### src/hw/mem_pkg.sv
package mem_pkg;

    // *********************************************************************
    // widths
    // *********************************************************************
    localparam int xlen       = 64;
    localparam int inst_w     = 32;
    localparam int op_w       = 24;
    localparam int reg_id_w   = 5;
    localparam int strb_w     = 8;

    // local data ram, 2 KiB of doublewords
    localparam int mem_words  = 256;
    localparam int mem_addr_w = 8;

    // *********************************************************************
    // operation codes, flat enumeration from decode
    // *********************************************************************
    // loads
    localparam logic [op_w-1:0] op_lb    = 24'd11;
    localparam logic [op_w-1:0] op_lh    = 24'd12;
    localparam logic [op_w-1:0] op_lw    = 24'd13;
    localparam logic [op_w-1:0] op_lbu   = 24'd14;
    localparam logic [op_w-1:0] op_lhu   = 24'd15;
    localparam logic [op_w-1:0] op_lwu   = 24'd41;
    localparam logic [op_w-1:0] op_ld    = 24'd42;

    // stores
    localparam logic [op_w-1:0] op_sb    = 24'd16;
    localparam logic [op_w-1:0] op_sh    = 24'd17;
    localparam logic [op_w-1:0] op_sw    = 24'd18;
    localparam logic [op_w-1:0] op_sd    = 24'd43;

    // jumps, write back pc + 4
    localparam logic [op_w-1:0] op_jal   = 24'd4;
    localparam logic [op_w-1:0] op_jalr  = 24'h300;

    // csr ops, write back the second operand
    localparam logic [op_w-1:0] op_csrrw = 24'd49;
    localparam logic [op_w-1:0] op_csrrs = 24'd50;

    // codes returning the alu result
    localparam int alu_op_count = 38;
    localparam logic [op_w-1:0] alu_ops [alu_op_count] = '{
        24'h4000,  24'h5000,  24'h6000,  24'h7000,  24'h8000,
        24'h9000,  24'h10000, 24'h12000, 24'h13000, 24'h14000,
        24'h15000, 24'h16000, 24'h17000, 24'h18000, 24'h19000,
        24'h1a000, 24'h1b000, 24'h1d000, 24'h21000, 24'h22000,
        24'h24000, 24'h25000, 24'h26000, 24'h27000, 24'h28000,
        24'h29000, 24'h100,   24'h200,   24'h400,   24'h800,
        24'hc00,   24'd19,    24'd20,    24'd21,    24'd22,
        24'd23,    24'd24,    24'd47
    };

    // *********************************************************************
    // decode helpers
    // *********************************************************************
    function automatic logic is_alu_op(input logic [op_w-1:0] op);
        logic hit;
        hit = 1'b0;
        // linear search, small table
        for (int i = 0; i < alu_op_count; i++) begin
            if (op == alu_ops[i]) begin
                hit = 1'b1;
            end
        end
        return hit;
    endfunction

    function automatic logic is_load_op(input logic [op_w-1:0] op);
        logic hit;
        case (op)
            op_lb, op_lh, op_lw, op_lbu, op_lhu, op_lwu, op_ld: begin
                hit = 1'b1;
            end
            default: begin
                hit = 1'b0;
            end
        endcase
        return hit;
    endfunction

endpackage

### src/hw/mem_pipe_reg.sv
`timescale 1ns/1ns

module mem_pipe_reg (
    input  logic                         clk,
    input  logic                         rst,
    input  logic                         ready,
    input  logic                         valid_in,
    input  logic [mem_pkg::xlen-1:0]     pc_in,
    input  logic [mem_pkg::inst_w-1:0]   inst_in,
    input  logic [mem_pkg::op_w-1:0]     opcode_in,
    input  logic [mem_pkg::xlen-1:0]     alu_result_in,
    input  logic [mem_pkg::xlen-1:0]     src2_in,
    output logic                         valid,
    output logic [mem_pkg::xlen-1:0]     pc,
    output logic [mem_pkg::inst_w-1:0]   inst,
    output logic [mem_pkg::op_w-1:0]     opcode,
    output logic [mem_pkg::xlen-1:0]     alu_result,
    output logic [mem_pkg::xlen-1:0]     src2,
    output logic [mem_pkg::reg_id_w-1:0] rd
);

    logic                       valid_q;
    logic [mem_pkg::xlen-1:0]   pc_q;
    logic [mem_pkg::inst_w-1:0] inst_q;
    logic [mem_pkg::op_w-1:0]   opcode_q;
    logic [mem_pkg::xlen-1:0]   alu_result_q;
    logic [mem_pkg::xlen-1:0]   src2_q;

    // load everything on ready, bubble comes in as valid low
    // no ready means hold the entry
    always_ff @(posedge clk) begin
        if (rst) begin
            valid_q      <= 1'b0;
            pc_q         <= '0;
            inst_q       <= '0;
            opcode_q     <= '0;
            alu_result_q <= '0;
            src2_q       <= '0;
        end else if (ready) begin
            valid_q      <= valid_in;
            pc_q         <= pc_in;
            inst_q       <= inst_in;
            opcode_q     <= opcode_in;
            alu_result_q <= alu_result_in;
            src2_q       <= src2_in;
        end
    end

    // pc and inst go to write-back as held
    assign valid      = valid_q;
    assign pc         = pc_q;
    assign inst       = inst_q;

    // invalid entry looks like op 0, so no write and no memory access
    assign opcode     = valid_q ? opcode_q : '0;
    assign alu_result = valid_q ? alu_result_q : '0;
    assign src2       = valid_q ? src2_q : '0;
    // destination register field of the instruction
    assign rd         = valid_q ? inst_q[11:7] : '0;

endmodule

### config.mk
export PLATFORM = sky130hd
export DESIGN_NAME = mem_pipe_reg
export DESIGN_NICKNAME = d
export VERILOG_FILES = /design/src/hw/mem_pkg.sv /design/src/hw/mem_pipe_reg.sv
export SDC_FILE = /design/constraint.sdc
export NUM_CORES = 1
export LEC_CHECK = 0
export ABC_AREA = 1
export BUFFER_PORTS_ARGS = -buffer_cell sky130_fd_sc_hd__buf_4
export CAP_MARGIN = 20
export CORE_UTILIZATION = 25
export CTS_BUF_LIST = sky130_fd_sc_hd__clkbuf_16
export CTS_CLUSTER_SIZE = 40
export DETAILED_ROUTE_END_ITERATION = 12
export PLACE_DENSITY_LB_ADDON = 0.25
export SYNTH_ARGS = -nofsm -noshare
export SYNTH_HDL_FRONTEND = slang
export SYNTH_SLANG_ARGS = --single-unit
### constraint.sdc
create_clock -name clk -period 3.08 [get_ports clk]
set_input_delay 0.308 -clock clk [delete_from_list [all_inputs] [get_ports clk]]
set_output_delay 0.308 -clock clk [all_outputs]
set_load 0.1 [all_outputs]
**Yosys cells after proc, flatten, opt, wreduce, memory -nomap -nowiden**

Index checks and enable logic that the tools add are counted.
Widths: inputs -> output; s select.

- Multiplexer cells: 4

Operators by type and width:

| cell | number |
|---|---|
| $mux 64 | 2 |
| $mux 24 | 1 |
| $mux 5 | 1 |

- Bits of input ports: 252
- Flip-flop bits (word level): 249
- Output and inout port bits: 254
- Word-level logic and storage cells: 10

**Longest topological paths before layout**

Gate-level depths: netlist of the first run.

- Depth in word-level cells: 1
- Mapped depth: 5
- Mapped depth without buffers: 4

**Least setup slack after synthesis of the first run**

OpenSTA, ideal clock, no wires.

- Path kind: flip-flop to output port
- Start point: register valid_q (netlist: valid)
- End point: output rd[0] (netlist name)
- Arrival: 2.211 ns
- Required time: 2.772 ns
- Path buffers: 3
- Setup slack: 0.561 ns
- Stages on the path, launching flop included: 6
- Cell sequence: dfxtp_1 -> clkbuf_1 -> buf_2 -> buf_2 -> nand2_1 -> inv_1

- Word-level cells in the longest chain between the ends: 1

RTL lines:

| item | line | text |
|---|---|---|
| start: declaration | mem_pipe_reg.sv:22 | `logic valid_q;` |
| start signal: assignment | mem_pipe_reg.sv:40 | `valid_q <= valid_in;` |
| $mux 5 | mem_pipe_reg.sv:59 | `assign rd = valid_q ? inst_q[11:7] : '0;` |
| end: declaration | mem_pipe_reg.sv:19 | `output logic [mem_pkg::reg_id_w-1:0] rd` |

Every way passes these cells.

**Worst setup path in the final report of the first run**

- Start point: register valid_q (netlist: valid)
- End point: output alu_result[9] (netlist name)

- Word-level cells in the longest chain between the ends: 1

RTL lines:

| item | line | text |
|---|---|---|
| $mux 64 | mem_pipe_reg.sv:56 | `assign alu_result = valid_q ? alu_result_q : '0;` |
| end: declaration | mem_pipe_reg.sv:17 | `output logic [mem_pkg::xlen-1:0] alu_result,` |

Every way passes these cells.

==> results of run 1 <==
kinds of logic (layout without fill, tap and decap cells):
| logic type | count (synthesis) | after routing |
|---|---|---|
| simple gates | 1153 | 1153 |
| flops | 249 | 249 |
| buf+inv | 507 | 985 |
power breakdown:
group	switching (mW)	total, mW	internal [mW]
logic	1.67	2.30	0.629
clock network	1.39	3.47	2.09
registers	0.142	3.59	3.45
total	3.20	9.37	6.17
final cells by class:
class                           instances  area [um^2]  share of cell area [%]
Inverter                              407         1530                    9.24
Sequential cell                       249         4990                    30.1
Tap cell                              592          741                    4.47
Clock buffer                           30          751                    4.53
Clock inverter                         23          209                    1.26
Timing Repair Buffer                  525         4040                    24.3
Multi-Input combinational cell       1153         4330                    26.1
state kept, by name, summed over array words and instances (netlist names):
name and flops:
src2_q 64, alu_result_q 64, opcode_q 24, pc 64
valid 1, inst 32
worst paths after layout:
kind	from	to	depth (start not counted)
worst min register to register	src2_q[21]	src2_q[21]	2
worst max register to register	valid	valid	2
worst max-delay path	valid	alu_result[9]	4
worst min-delay path	alu_result_in[37]	alu_result_q[37]	5
critical path: stages (launching register included):
cell and delay, ns:
sky130_fd_sc_hd__dfxtp_4 0.69, sky130_fd_sc_hd__buf_12 0.38, sky130_fd_sc_hd__nand2_1 0.12, sky130_fd_sc_hd__inv_1 0.07, sky130_fd_sc_hd__buf_4 0.28
through the flow:
stage | instance area [um^2] | setup slack (ns) | cells | hold WS, ns
after floorplan | 11300 | 0.561 | 1909 | 0.449
after global placement | 15600 | 1.19 | 2926 | 0.458
after detailed placement | 15600 | 1.16 | 2926 | 0.463
after CTS | 16600 | 0.556 | 2979 | 0.000135
after global routing | 16600 | 0.454 | 2979 | 0.0215
final | 16600 | 0.605 | 2979 | 0.0263
metal layers:
metal | share of wire, % | vias to the layer above
met5 | 0 | -
met4 | 2.6 | 0
met3 | 8.5 | 51
met2 | 46 | 354
met1 | 42 | 5008
li1 | - | 6188
layout by cell type (no fill, tap or decap):
master,count
sky130_fd_sc_hd__nor2_1,498
sky130_fd_sc_hd__inv_6,2
sky130_fd_sc_hd__clkbuf_16,30
sky130_fd_sc_hd__buf_8,1
sky130_fd_sc_hd__nand2_1,655
sky130_fd_sc_hd__dfxtp_1,248
sky130_fd_sc_hd__buf_4,517
sky130_fd_sc_hd__clkinv_2,7
sky130_fd_sc_hd__buf_12,7
sky130_fd_sc_hd__bufinv_16,4
sky130_fd_sc_hd__dfxtp_4,1
sky130_fd_sc_hd__inv_1,409
sky130_fd_sc_hd__clkinvlp_4,1
sky130_fd_sc_hd__clkinv_1,7
==> out/results.txt, run 1 <==
Dividing the detail-routed wire length by the instance count gives 11.8 um. The average cell area after synthesis is 5.92 um^2. In this run the post-CTS setup repair buffer count came out at 0.

The library cell with the largest summed area after synthesis was sky130_fd_sc_hd__dfxtp_1. Across the VDD grid, the largest voltage drop is 351 uV. Setup total negative slack on the finished layout was measured at 0 ns.

The run gives 0 as the max-capacitance violation count. Setup repair after global routing left no endpoint under its margin. The logs give 0 for the setup-violating endpoint count in the final report and 11601 for the detailed-route via count. The first global-routing pass estimated 56.7 mm of wire.

In this run, CTS created clock tree buffers numbering 29. The clock-pin transition on the worst setup and hold timing paths was 0.06 ns; the mux contribution to synthesized area was 0%. STA puts the critical path data required time at 2.77 ns. The combinational family with the most area after synthesis is simple AND/OR/NAND/NOR gates. The top cell type by area accounts for 44.1% of the synthesized area. The number of gates resized after CTS was 0.

The period utilization is 80.3%, and the number of antenna violations at the first check in global routing is 0. The worst-case clock buffer depth was 3. Ranked by total cell area, the synthesized netlist is headed by sky130_fd_sc_hd__dfxtp_1 (44%), sky130_fd_sc_hd__nand2_1 (22%), sky130_fd_sc_hd__nor2_1 (17%).

Synthesis warning total: 0. The run gives 0 as the number of endpoints with negative hold slack in the final report. The synthesized netlist devotes 0% of its cell area to compound gates. Total wire length: 35.1 mm. In this run, post-CTS hold repair placed 0 buffers. TritonCTS built the clock tree. For the overall die area, the log shows 46100 um^2. The area growth from synthesis to layout is 46.7%. The final layout contains 2617 nets. The filler cells instantiated in the layout total 4915. Worst-skew pair later-pin latency: 0.56 ns.

sky130_fd_sc_hd__nand2_1 is the most common cell in the netlist. The tools report the end-of-flow core utilization as 37.3%. The run gives 2161 as the synthesized netlist net count. For this design the top-level I/O count stands at 506. Across all register-to-register paths, the minimum setup slack is 2.14 ns. The worst setup path is of the flop to primary output kind. Detailed placement finished with a half-perimeter wire length of 25.8 mm. Global routing consumed, on the met2 layer, 25.7% of the routing resources. The final max-slew violation count is 0, and the share of cells above drive strength 1 is 23.9%. The final setup skew was 0 ns. For this run, global-route usage on met1 was measured as 17.2%. For the pin count of the biggest net entering global routing, the log shows 97. The completed layout was analyzed and its total power is 9.37 mW. The count of different cell masters after synthesis was 9; the remaining antenna violation count after routing was 0. The analysis attributes to cell leakage a power of 10.5 nW.

The met3 routing resource usage after global routing is 4.85%, and the power density over the cells is 565 nW/um^2. The cell count after synthesis came out at 1909. The via count of the first global-routing pass came out at 11436.

The tools report the number of sinks driven by the clock tree as 249. The register bit count reported by yosys was 249; the synthesized-area fraction occupied by and/or/nand/nor cells was 38.3%. The logs give 44.1% for the proportion of synthesized chip area in sequential cells and 457 for the number of DRC markers in iteration 0. The synthesized netlist devotes 0% of its cell area to adder and majority cells. The number of enable-type register cells in the synthesized netlist is 0. In this run the vertical extent of the chip is 215 um. In the routed design, unresolved DRC markers number 0.

The logs give 53.4% for the worst slew margin relative to its limit and 2.17 ns for the arrival time of data at the critical path endpoint. The count of TritonRoute iterations in the first routing pass is 4, and the summed instance area of the synthesized netlist is 11300 um^2. The worst hold path belongs to the class input pin to flop. The floorplan has 77 rows. The capturing element type of the critical path was a primary output.

The xor/xnor cell area share of the yosys netlist came out at 0%. The most used flip-flop cell after synthesis was sky130_fd_sc_hd__dfxtp_1. Clock root buffer: sky130_fd_sc_hd__clkbuf_16. In the synthesized netlist, the cells that appear most often are sky130_fd_sc_hd__nand2_1 (655), sky130_fd_sc_hd__nor2_1 (498), sky130_fd_sc_hd__inv_1 (406). The post-layout minimum cycle time came out at 2.47 ns. For this configuration, the core starts out at a cell density of 25.5%. The congestion estimate from routability-driven global placement came to 0.820. Maximum fanout encountered on the critical timing path: 96.

0 antenna diodes ended up in the layout. Using the TritonRoute via totals, the vias-per-cell ratio works out to 3.89. The total overflow left after global routing is 0. The worst setup path is launched from a flop. The number of levels the H-tree was split into was 1; the number of port buffers was 505. Routing layer with the top usage in global route: met2. Aggregate global-route resource usage: 14.9%. The run finished with clean final reports. The run gives 44400 um^2 as the placeable core region.

After synthesis, the share of flip-flops with an asynchronous set or reset is 0%. The achievable clock frequency was 0.404 GHz; the actual transition at the worst max-transition pin was 0.699 ns. The die is 215 um wide.
Power figures use the tool's default switching activity.
==> run 2, diff against run 1 <==
==> constraint.sdc (replaced) <==
create_clock -name clk -period 2.37 [get_ports clk]
set_input_delay 0.237 -clock clk [delete_from_list [all_inputs] [get_ports clk]]
set_output_delay 0.237 -clock clk [all_outputs]
set_load 0.1 [all_outputs]
==> out/results.txt, run 2 (synthesis results as in run 1) <==
Area of all placed cells without fillers: 19000 um^2 (+15%). The tools report the clock root buffer as sky130_fd_sc_hd__clkbuf_16. The via-per-instance ratio works out to 3.89 (about the same). The delay of the slowest cell on the worst path works out to 0.56 ns (-0.13 ns). The via count of the first global-routing pass was 12344 (+7.9%). The number of antenna diodes is 0 (unchanged). The detailed-route DRC error count was 0 (unchanged). The tools report the total I/O pin count as 506 (unchanged). The wire length of the first global-routing pass was 60.1 mm (+6.0%). The total cell area at the placement stage is 15700 um^2 (+0.56%). The run gives 2860 (+9.3%) as the number of nets at the end of the flow. The placed cell count is 2936 (+0.34%), and the final max-slew violation count is 0 (unchanged). The run gives 249 (unchanged) as the number of sinks driven by the clock tree. The tightest min-delay check is of the input pin to flop type. The critical path goes through buf_12 > nand2_1 > inv_1 > buf_4. For the number of DRC markers in iteration 0, the log shows 437 (-4.4%). The row count is 77 (unchanged), and the detailed-route via count is 12534 (+8.0%).

The worst setup path is launched from a flop. Setup repair after global routing left no endpoint under its margin. The aggregate global-route resource usage was 15.6% (+0.74 points); the pin count of the biggest net entering global routing was 75 (-23%).

The remaining antenna violation count after routing was 0 (unchanged); the number of port buffers was 505 (unchanged). The final setup skew is 0 ns (unchanged), and the achievable clock frequency is 0.465 GHz. The number of levels the H-tree was split into was 1 (unchanged); the post-layout minimum cycle time was 2.15 ns.

The actual transition at the worst max-transition pin is 0.564 ns (-0.136 ns), and the number of buffers added by the clock tree synthesis step is 30 (+3.4%). The share of cells above drive strength 1 works out to 22.0% (-1.9 points). The worst-skew pair later-pin latency was 0.55 ns (about the same). The chip width came out at 215 um (unchanged).

Worst slew margin relative to its limit: 62.4% (+9.0 points). HPWL after detailed placement: 26.1 mm (+1.0%). The power density over the cells came out at 661 nW/um^2 (+17%).

The maximum fanout encountered on the critical timing path works out to 46 (-52%). TritonCTS built the clock tree. The area growth from synthesis to layout was 68.1%; the total congestion overflow after global routing was 0 (unchanged).

Grouping stages by cell kind, the critical path spends the most delay in buffers and inverters. The period utilization came out at 90.7%. The tools report the count of TritonRoute iterations in the first routing pass as 5 (+1). The flow ran to the end, and the final reports show no timing, DRC or antenna violations.

The placeable core region is 44400 um^2 (unchanged). The number of buffer and inverter instances along the worst setup path was 3 (unchanged). The die outline height was 215 um (unchanged). The critical path depth in cells was 4 (unchanged). By startpoint and endpoint, the worst setup path is classified as flop to primary output. The largest individual stage delay along the critical path comes from the cell sky130_fd_sc_hd__dfxtp_4. Leaving out fill and tap cells, the most frequent cells in the layout are sky130_fd_sc_hd__nand2_1 (655), sky130_fd_sc_hd__buf_4 (526), sky130_fd_sc_hd__nor2_1 (498).

The logs give 25.5% (unchanged) for the starting density of the core and 12.6 mW (+34%) for the total power after layout. The number of antenna violations at the first check in global routing is 0 (unchanged). The worst hold margin was 0.0245 ns (-0.00177 ns). The clock-pin transition on the worst setup and hold timing paths is 0.06 ns (about the same). STA classifies the critical path endpoint as a primary output.

The tools report the overall die area as 46100 um^2 (unchanged). Maximum resistive drop on vdd: 578 uV (+65%). Number of cells on the worst reg-to-reg path: 3 (+1). The hold-critical path depth works out to 5 (unchanged).

Number of standard cells in the layout, taps in and fillers out: 3221 (+8.1%). Most common library cell in the layout ignoring fill and taps: sky130_fd_sc_hd__nand2_1. The routability congestion estimate is 0.833 (+1.5%). The logs give 0 (unchanged) for the number of endpoints with negative hold slack in the final report and 1.91 ns (-0.26 ns) for the arrival time of data at the critical path endpoint. The routed length per placed instance was 11.5 um (-2.0%); the max-capacitance violation count was 0 (unchanged).

Total wire length: 37.2 mm (+6.0%). Required time of the critical path: 2.13 ns (-0.64 ns). The setup-violating endpoint count in the final report is 0 (unchanged), and the final setup TNS is 0 ns (unchanged). The logs give 3 (unchanged) for the worst-case clock buffer depth and 11.5 nW (+9.8%) for the leakage power.
run 2: worst paths after layout:
path,slack (ns),startpoint,endpoint
worst max-delay path,0.22,valid,src2[20]
worst min-delay path,0.02,src2_in[49],src2_q[49]
worst max register to register,1.12,valid,valid
worst min register to register,0.47,alu_result_q[56],alu_result_q[56]
run 2: metal layers:
layer	track usage [%]	vias to the layer above	wire length, um
li1	-	6666	-
met1	17.8	5408	15700
met2	27.6	389	17500
met3	4.25	71	2760
met4	5.95	0	1250
met5	0	-	0
run 2: timing repair:
item	in CTS	in global routing
hold buffers	232	0
resized for setup	0	0
endpoints found under the hold margin	232	0
buffers inserted	0	0
run 2: layout make-up:
cell class,count,area (um^2)
fill,4545,25400
timing repair buffer,767,6450
sequential,249,4990
multi-input combinational,1153,4330
inverter,407,1530
clock buffer,32,801
tap,592,741
clock inverter,21,171
run 2: where the power goes:
part	internal, mW	switching, mW	leakage (nW)
logic	1.08	2.26	8.98
registers	4.48	0.179	2.07
clock network	2.73	1.82	0.491
total	8.30	4.26	11.5
run 2: per-stage QoR:
| step | utilization (%) | setup slack, ns |
|---|---|---|
| 2_1_floorplan | - | 0.227 |
| 3_3_place_gp | 35.4 | 0.802 |
| 3_5_place_dp | 35.4 | 0.779 |
| 4_1_cts | 42.8 | 0.160 |
| 5_1_grt | 42.8 | 0.0851 |
| 6_report | 42.8 | 0.220 |
run 2: tightest hold or removal path: stages:
cell                      delay [ns]
sky130_fd_sc_hd__buf_4          0.08
sky130_fd_sc_hd__inv_1          0.03
sky130_fd_sc_hd__nand2_1        0.07
sky130_fd_sc_hd__nand2_1        0.05
sky130_fd_sc_hd__nor2_1         0.07
==> run 3, diff against run 2 <==
--- a/config.mk
+++ b/config.mk
@@ -8,6 +8,7 @@
 export ABC_AREA = 1
 export BUFFER_PORTS_ARGS = -buffer_cell sky130_fd_sc_hd__buf_4
 export CAP_MARGIN = 20
+export CORE_MARGIN = 4
 export CORE_UTILIZATION = 25
 export CTS_BUF_LIST = sky130_fd_sc_hd__clkbuf_16
 export CTS_CLUSTER_SIZE = 40
==> out/results.txt, run 3 (synthesis results as in run 1) <==
The run finished with clean final reports. The aggregate global-route resource usage was 15.0% (-0.65 points). The max-capacitance violation count came out at 0 (unchanged). For the overall die area, the log shows 48700 um^2 (+5.7%). The worst-skew pair later-pin latency came out at 0.54 ns (about the same). The period utilization works out to 92.3% (+1.6 points). The class of the worst hold path is input pin to flop. The setup slack at placement was 0.718 ns (-0.0607 ns). Number of antenna violations at the first check in global routing: 0 (unchanged). The run gives 0 (unchanged) as the final max-slew violation count. The tools report the worst slew margin relative to its limit as 52.9% (-9.5 points). The wire length of the first global-routing pass is 60.4 mm (+0.61%), and the register-to-register setup slack is 1.31 ns (+0.19 ns). The delay of the slowest cell on the worst path was 0.51 ns (-0.05 ns); the detailed-route DRC error count was 0 (unchanged). The worst setup path is of the flop to primary output kind. The actual transition at the worst max-transition pin is 0.707 ns (+0.143 ns).

Walking the worst path, the cells encountered are buf_12 > nand2_1 > inv_1 > buf_4. The chip width is 221 um (+2.8%), and the setup-violating endpoint count in the final report is 0 (unchanged). The detailed-route via count came out at 12544 (+0.080%). The logs give 0 ns (unchanged) for the final setup TNS and 30 (unchanged) for the number of buffers added by the clock tree synthesis step.

The post-CTS setup repair buffer count came out at 0 (unchanged). Compared with the post-synthesis result, the final layout area differs by 66.9%. In the layout the commonest cells are sky130_fd_sc_hd__nand2_1 (655), sky130_fd_sc_hd__buf_4 (526), sky130_fd_sc_hd__nor2_1 (498).

The total congestion overflow after global routing was 0 (unchanged); the number of port buffers was 505 (unchanged). The root buffer cell chosen for the clock tree is sky130_fd_sc_hd__clkbuf_16. Setup repair after global routing left no endpoint under its margin.

For the end-of-flow core utilization, the log shows 42.4% (-0.40 points). The tools report the starting density of the core as 25.4% (-0.055 points). The power density over the cells is 650 nW/um^2 (-1.6%). The run gives 438 uV (-24%) as the maximum resistive drop on vdd. The tools report the placed cell count as 2934 (-0.068%).

The remaining antenna violation count after routing is 0 (unchanged), and the routability congestion estimate is 0.860 (+3.3%). Die outline height: 221 um (+2.8%). Most common library cell in the layout ignoring fill and taps: sky130_fd_sc_hd__nand2_1. The number of standard cells in the layout, taps in and fillers out was 3219 (-0.062%). The post-layout minimum cycle time is 2.19 ns (+0.0370 ns). The via-per-instance ratio came out at 3.90 (+0.14%). Among all stages on the critical path, the largest delay is contributed by sky130_fd_sc_hd__dfxtp_4.

For the placeable core region, the log shows 44500 um^2 (+0.22%). The capturing element type of the critical path was a primary output. The logs give 2854 (-0.21%) for the number of nets at the end of the flow and 2.13 ns (about the same) for the required time of the critical path. The run gives 0.183 ns (-0.0370 ns) as the minimum setup slack in the final design.

TritonCTS built the clock tree. The number of sinks driven by the clock tree was 249 (unchanged); the total I/O pin count was 506 (unchanged). For the row count, the log shows 77 (unchanged).

The HPWL after detailed placement was 27.5 mm (+5.3%); the count of TritonRoute iterations in the first routing pass was 4 (-1). The routed length per placed instance came out at 12.1 um (+4.5%). The number of endpoints with negative hold slack in the final report was 0 (unchanged); the share of cells above drive strength 1 was 21.9% (-0.043 points).

The post-cts repair resize count was 0 (unchanged); the number of levels the H-tree was split into was 1 (unchanged). The pin count of the biggest net entering global routing was 100 (+33%); the worst-case clock buffer depth was 3 (unchanged). The run gives 496 (+14%) as the number of DRC markers in iteration 0. The run gives 0.0202 ns (-0.00429 ns) as the worst hold margin. The tools report the achievable clock frequency as 0.457 GHz (-1.7%). The via count of the first global-routing pass came out at 12390 (+0.37%). The final setup skew is 0 ns (unchanged).

Total wire length: 38.8 mm (+4.4%). The clock-pin transition on the worst setup and hold timing paths works out to 0.06 ns (about the same). The leakage power is 11.5 nW (-0.47%). STA classifies the critical path startpoint as a flop. The maximum fanout encountered on the critical timing path is 69 (+50%).

The run gives 1.95 ns (+0.04 ns) as the arrival time of data at the critical path endpoint.
==> run 3: routing by layer <==
layer	GRT usage, %	routed length, um	vias to the layer above
met2	26.6	18400	404
met5	0	0	-
li1	-	-	6666
met1	16.7	15600	5391
met3	4.55	3420	83
met4	5.95	1380	0
==> run 3: metrics by stage <==
stage / total power, mW / cell area (um^2)
2_1_floorplan: 6.90 / 11300
3_3_place_gp: 7.77 / 15700
3_5_place_dp: 7.80 / 15700
4_1_cts: 12.5 / 18900
5_1_grt: 12.9 / 18900
6_report: 12.3 / 18900
==> run 3: final timing paths <==
path	from	end	cells past startpoint
setup / recovery	valid	alu_result[24]	4
hold / removal	inst_in[20]	inst[20]	5
setup reg to reg	valid	valid	3
hold reg to reg	src2_q[56]	src2_q[56]	2
==> run 3: cell type report <==
cell class                 instances  area, um^2
inverter                         407        1530
sequential                       249        4990
tap                              592         741
clock inverter                    24         135
fill                            4634       25600
timing repair buffer             761        6370
multi-input combinational       1153        4330
clock buffer                      31         776
antenna                            2        5.00
==> run 3: repair_timing <==
| item | in CTS | in global routing |
|---|---|---|
| setup endpoints to repair | 0 | 0 |
| hold buffers | 228 | 0 |
| hold endpoints to repair | 228 | 0 |
==> run 3: worst max-delay path: cells and delay by family, from the launching register on <==
kind | cells | cell delay, ns
buffers and inverters | 3 | 0.65
AND/OR/NAND/NOR | 1 | 0.11
flip-flops | 1 | 0.51
==> run 3: report_power, final <==
part	total (mW)	internal, mW	switching (mW)
combinational	3.35	1.07	2.28
sequential	4.66	4.48	0.176
clock	4.26	2.46	1.81
total	12.3	8.01	4.26
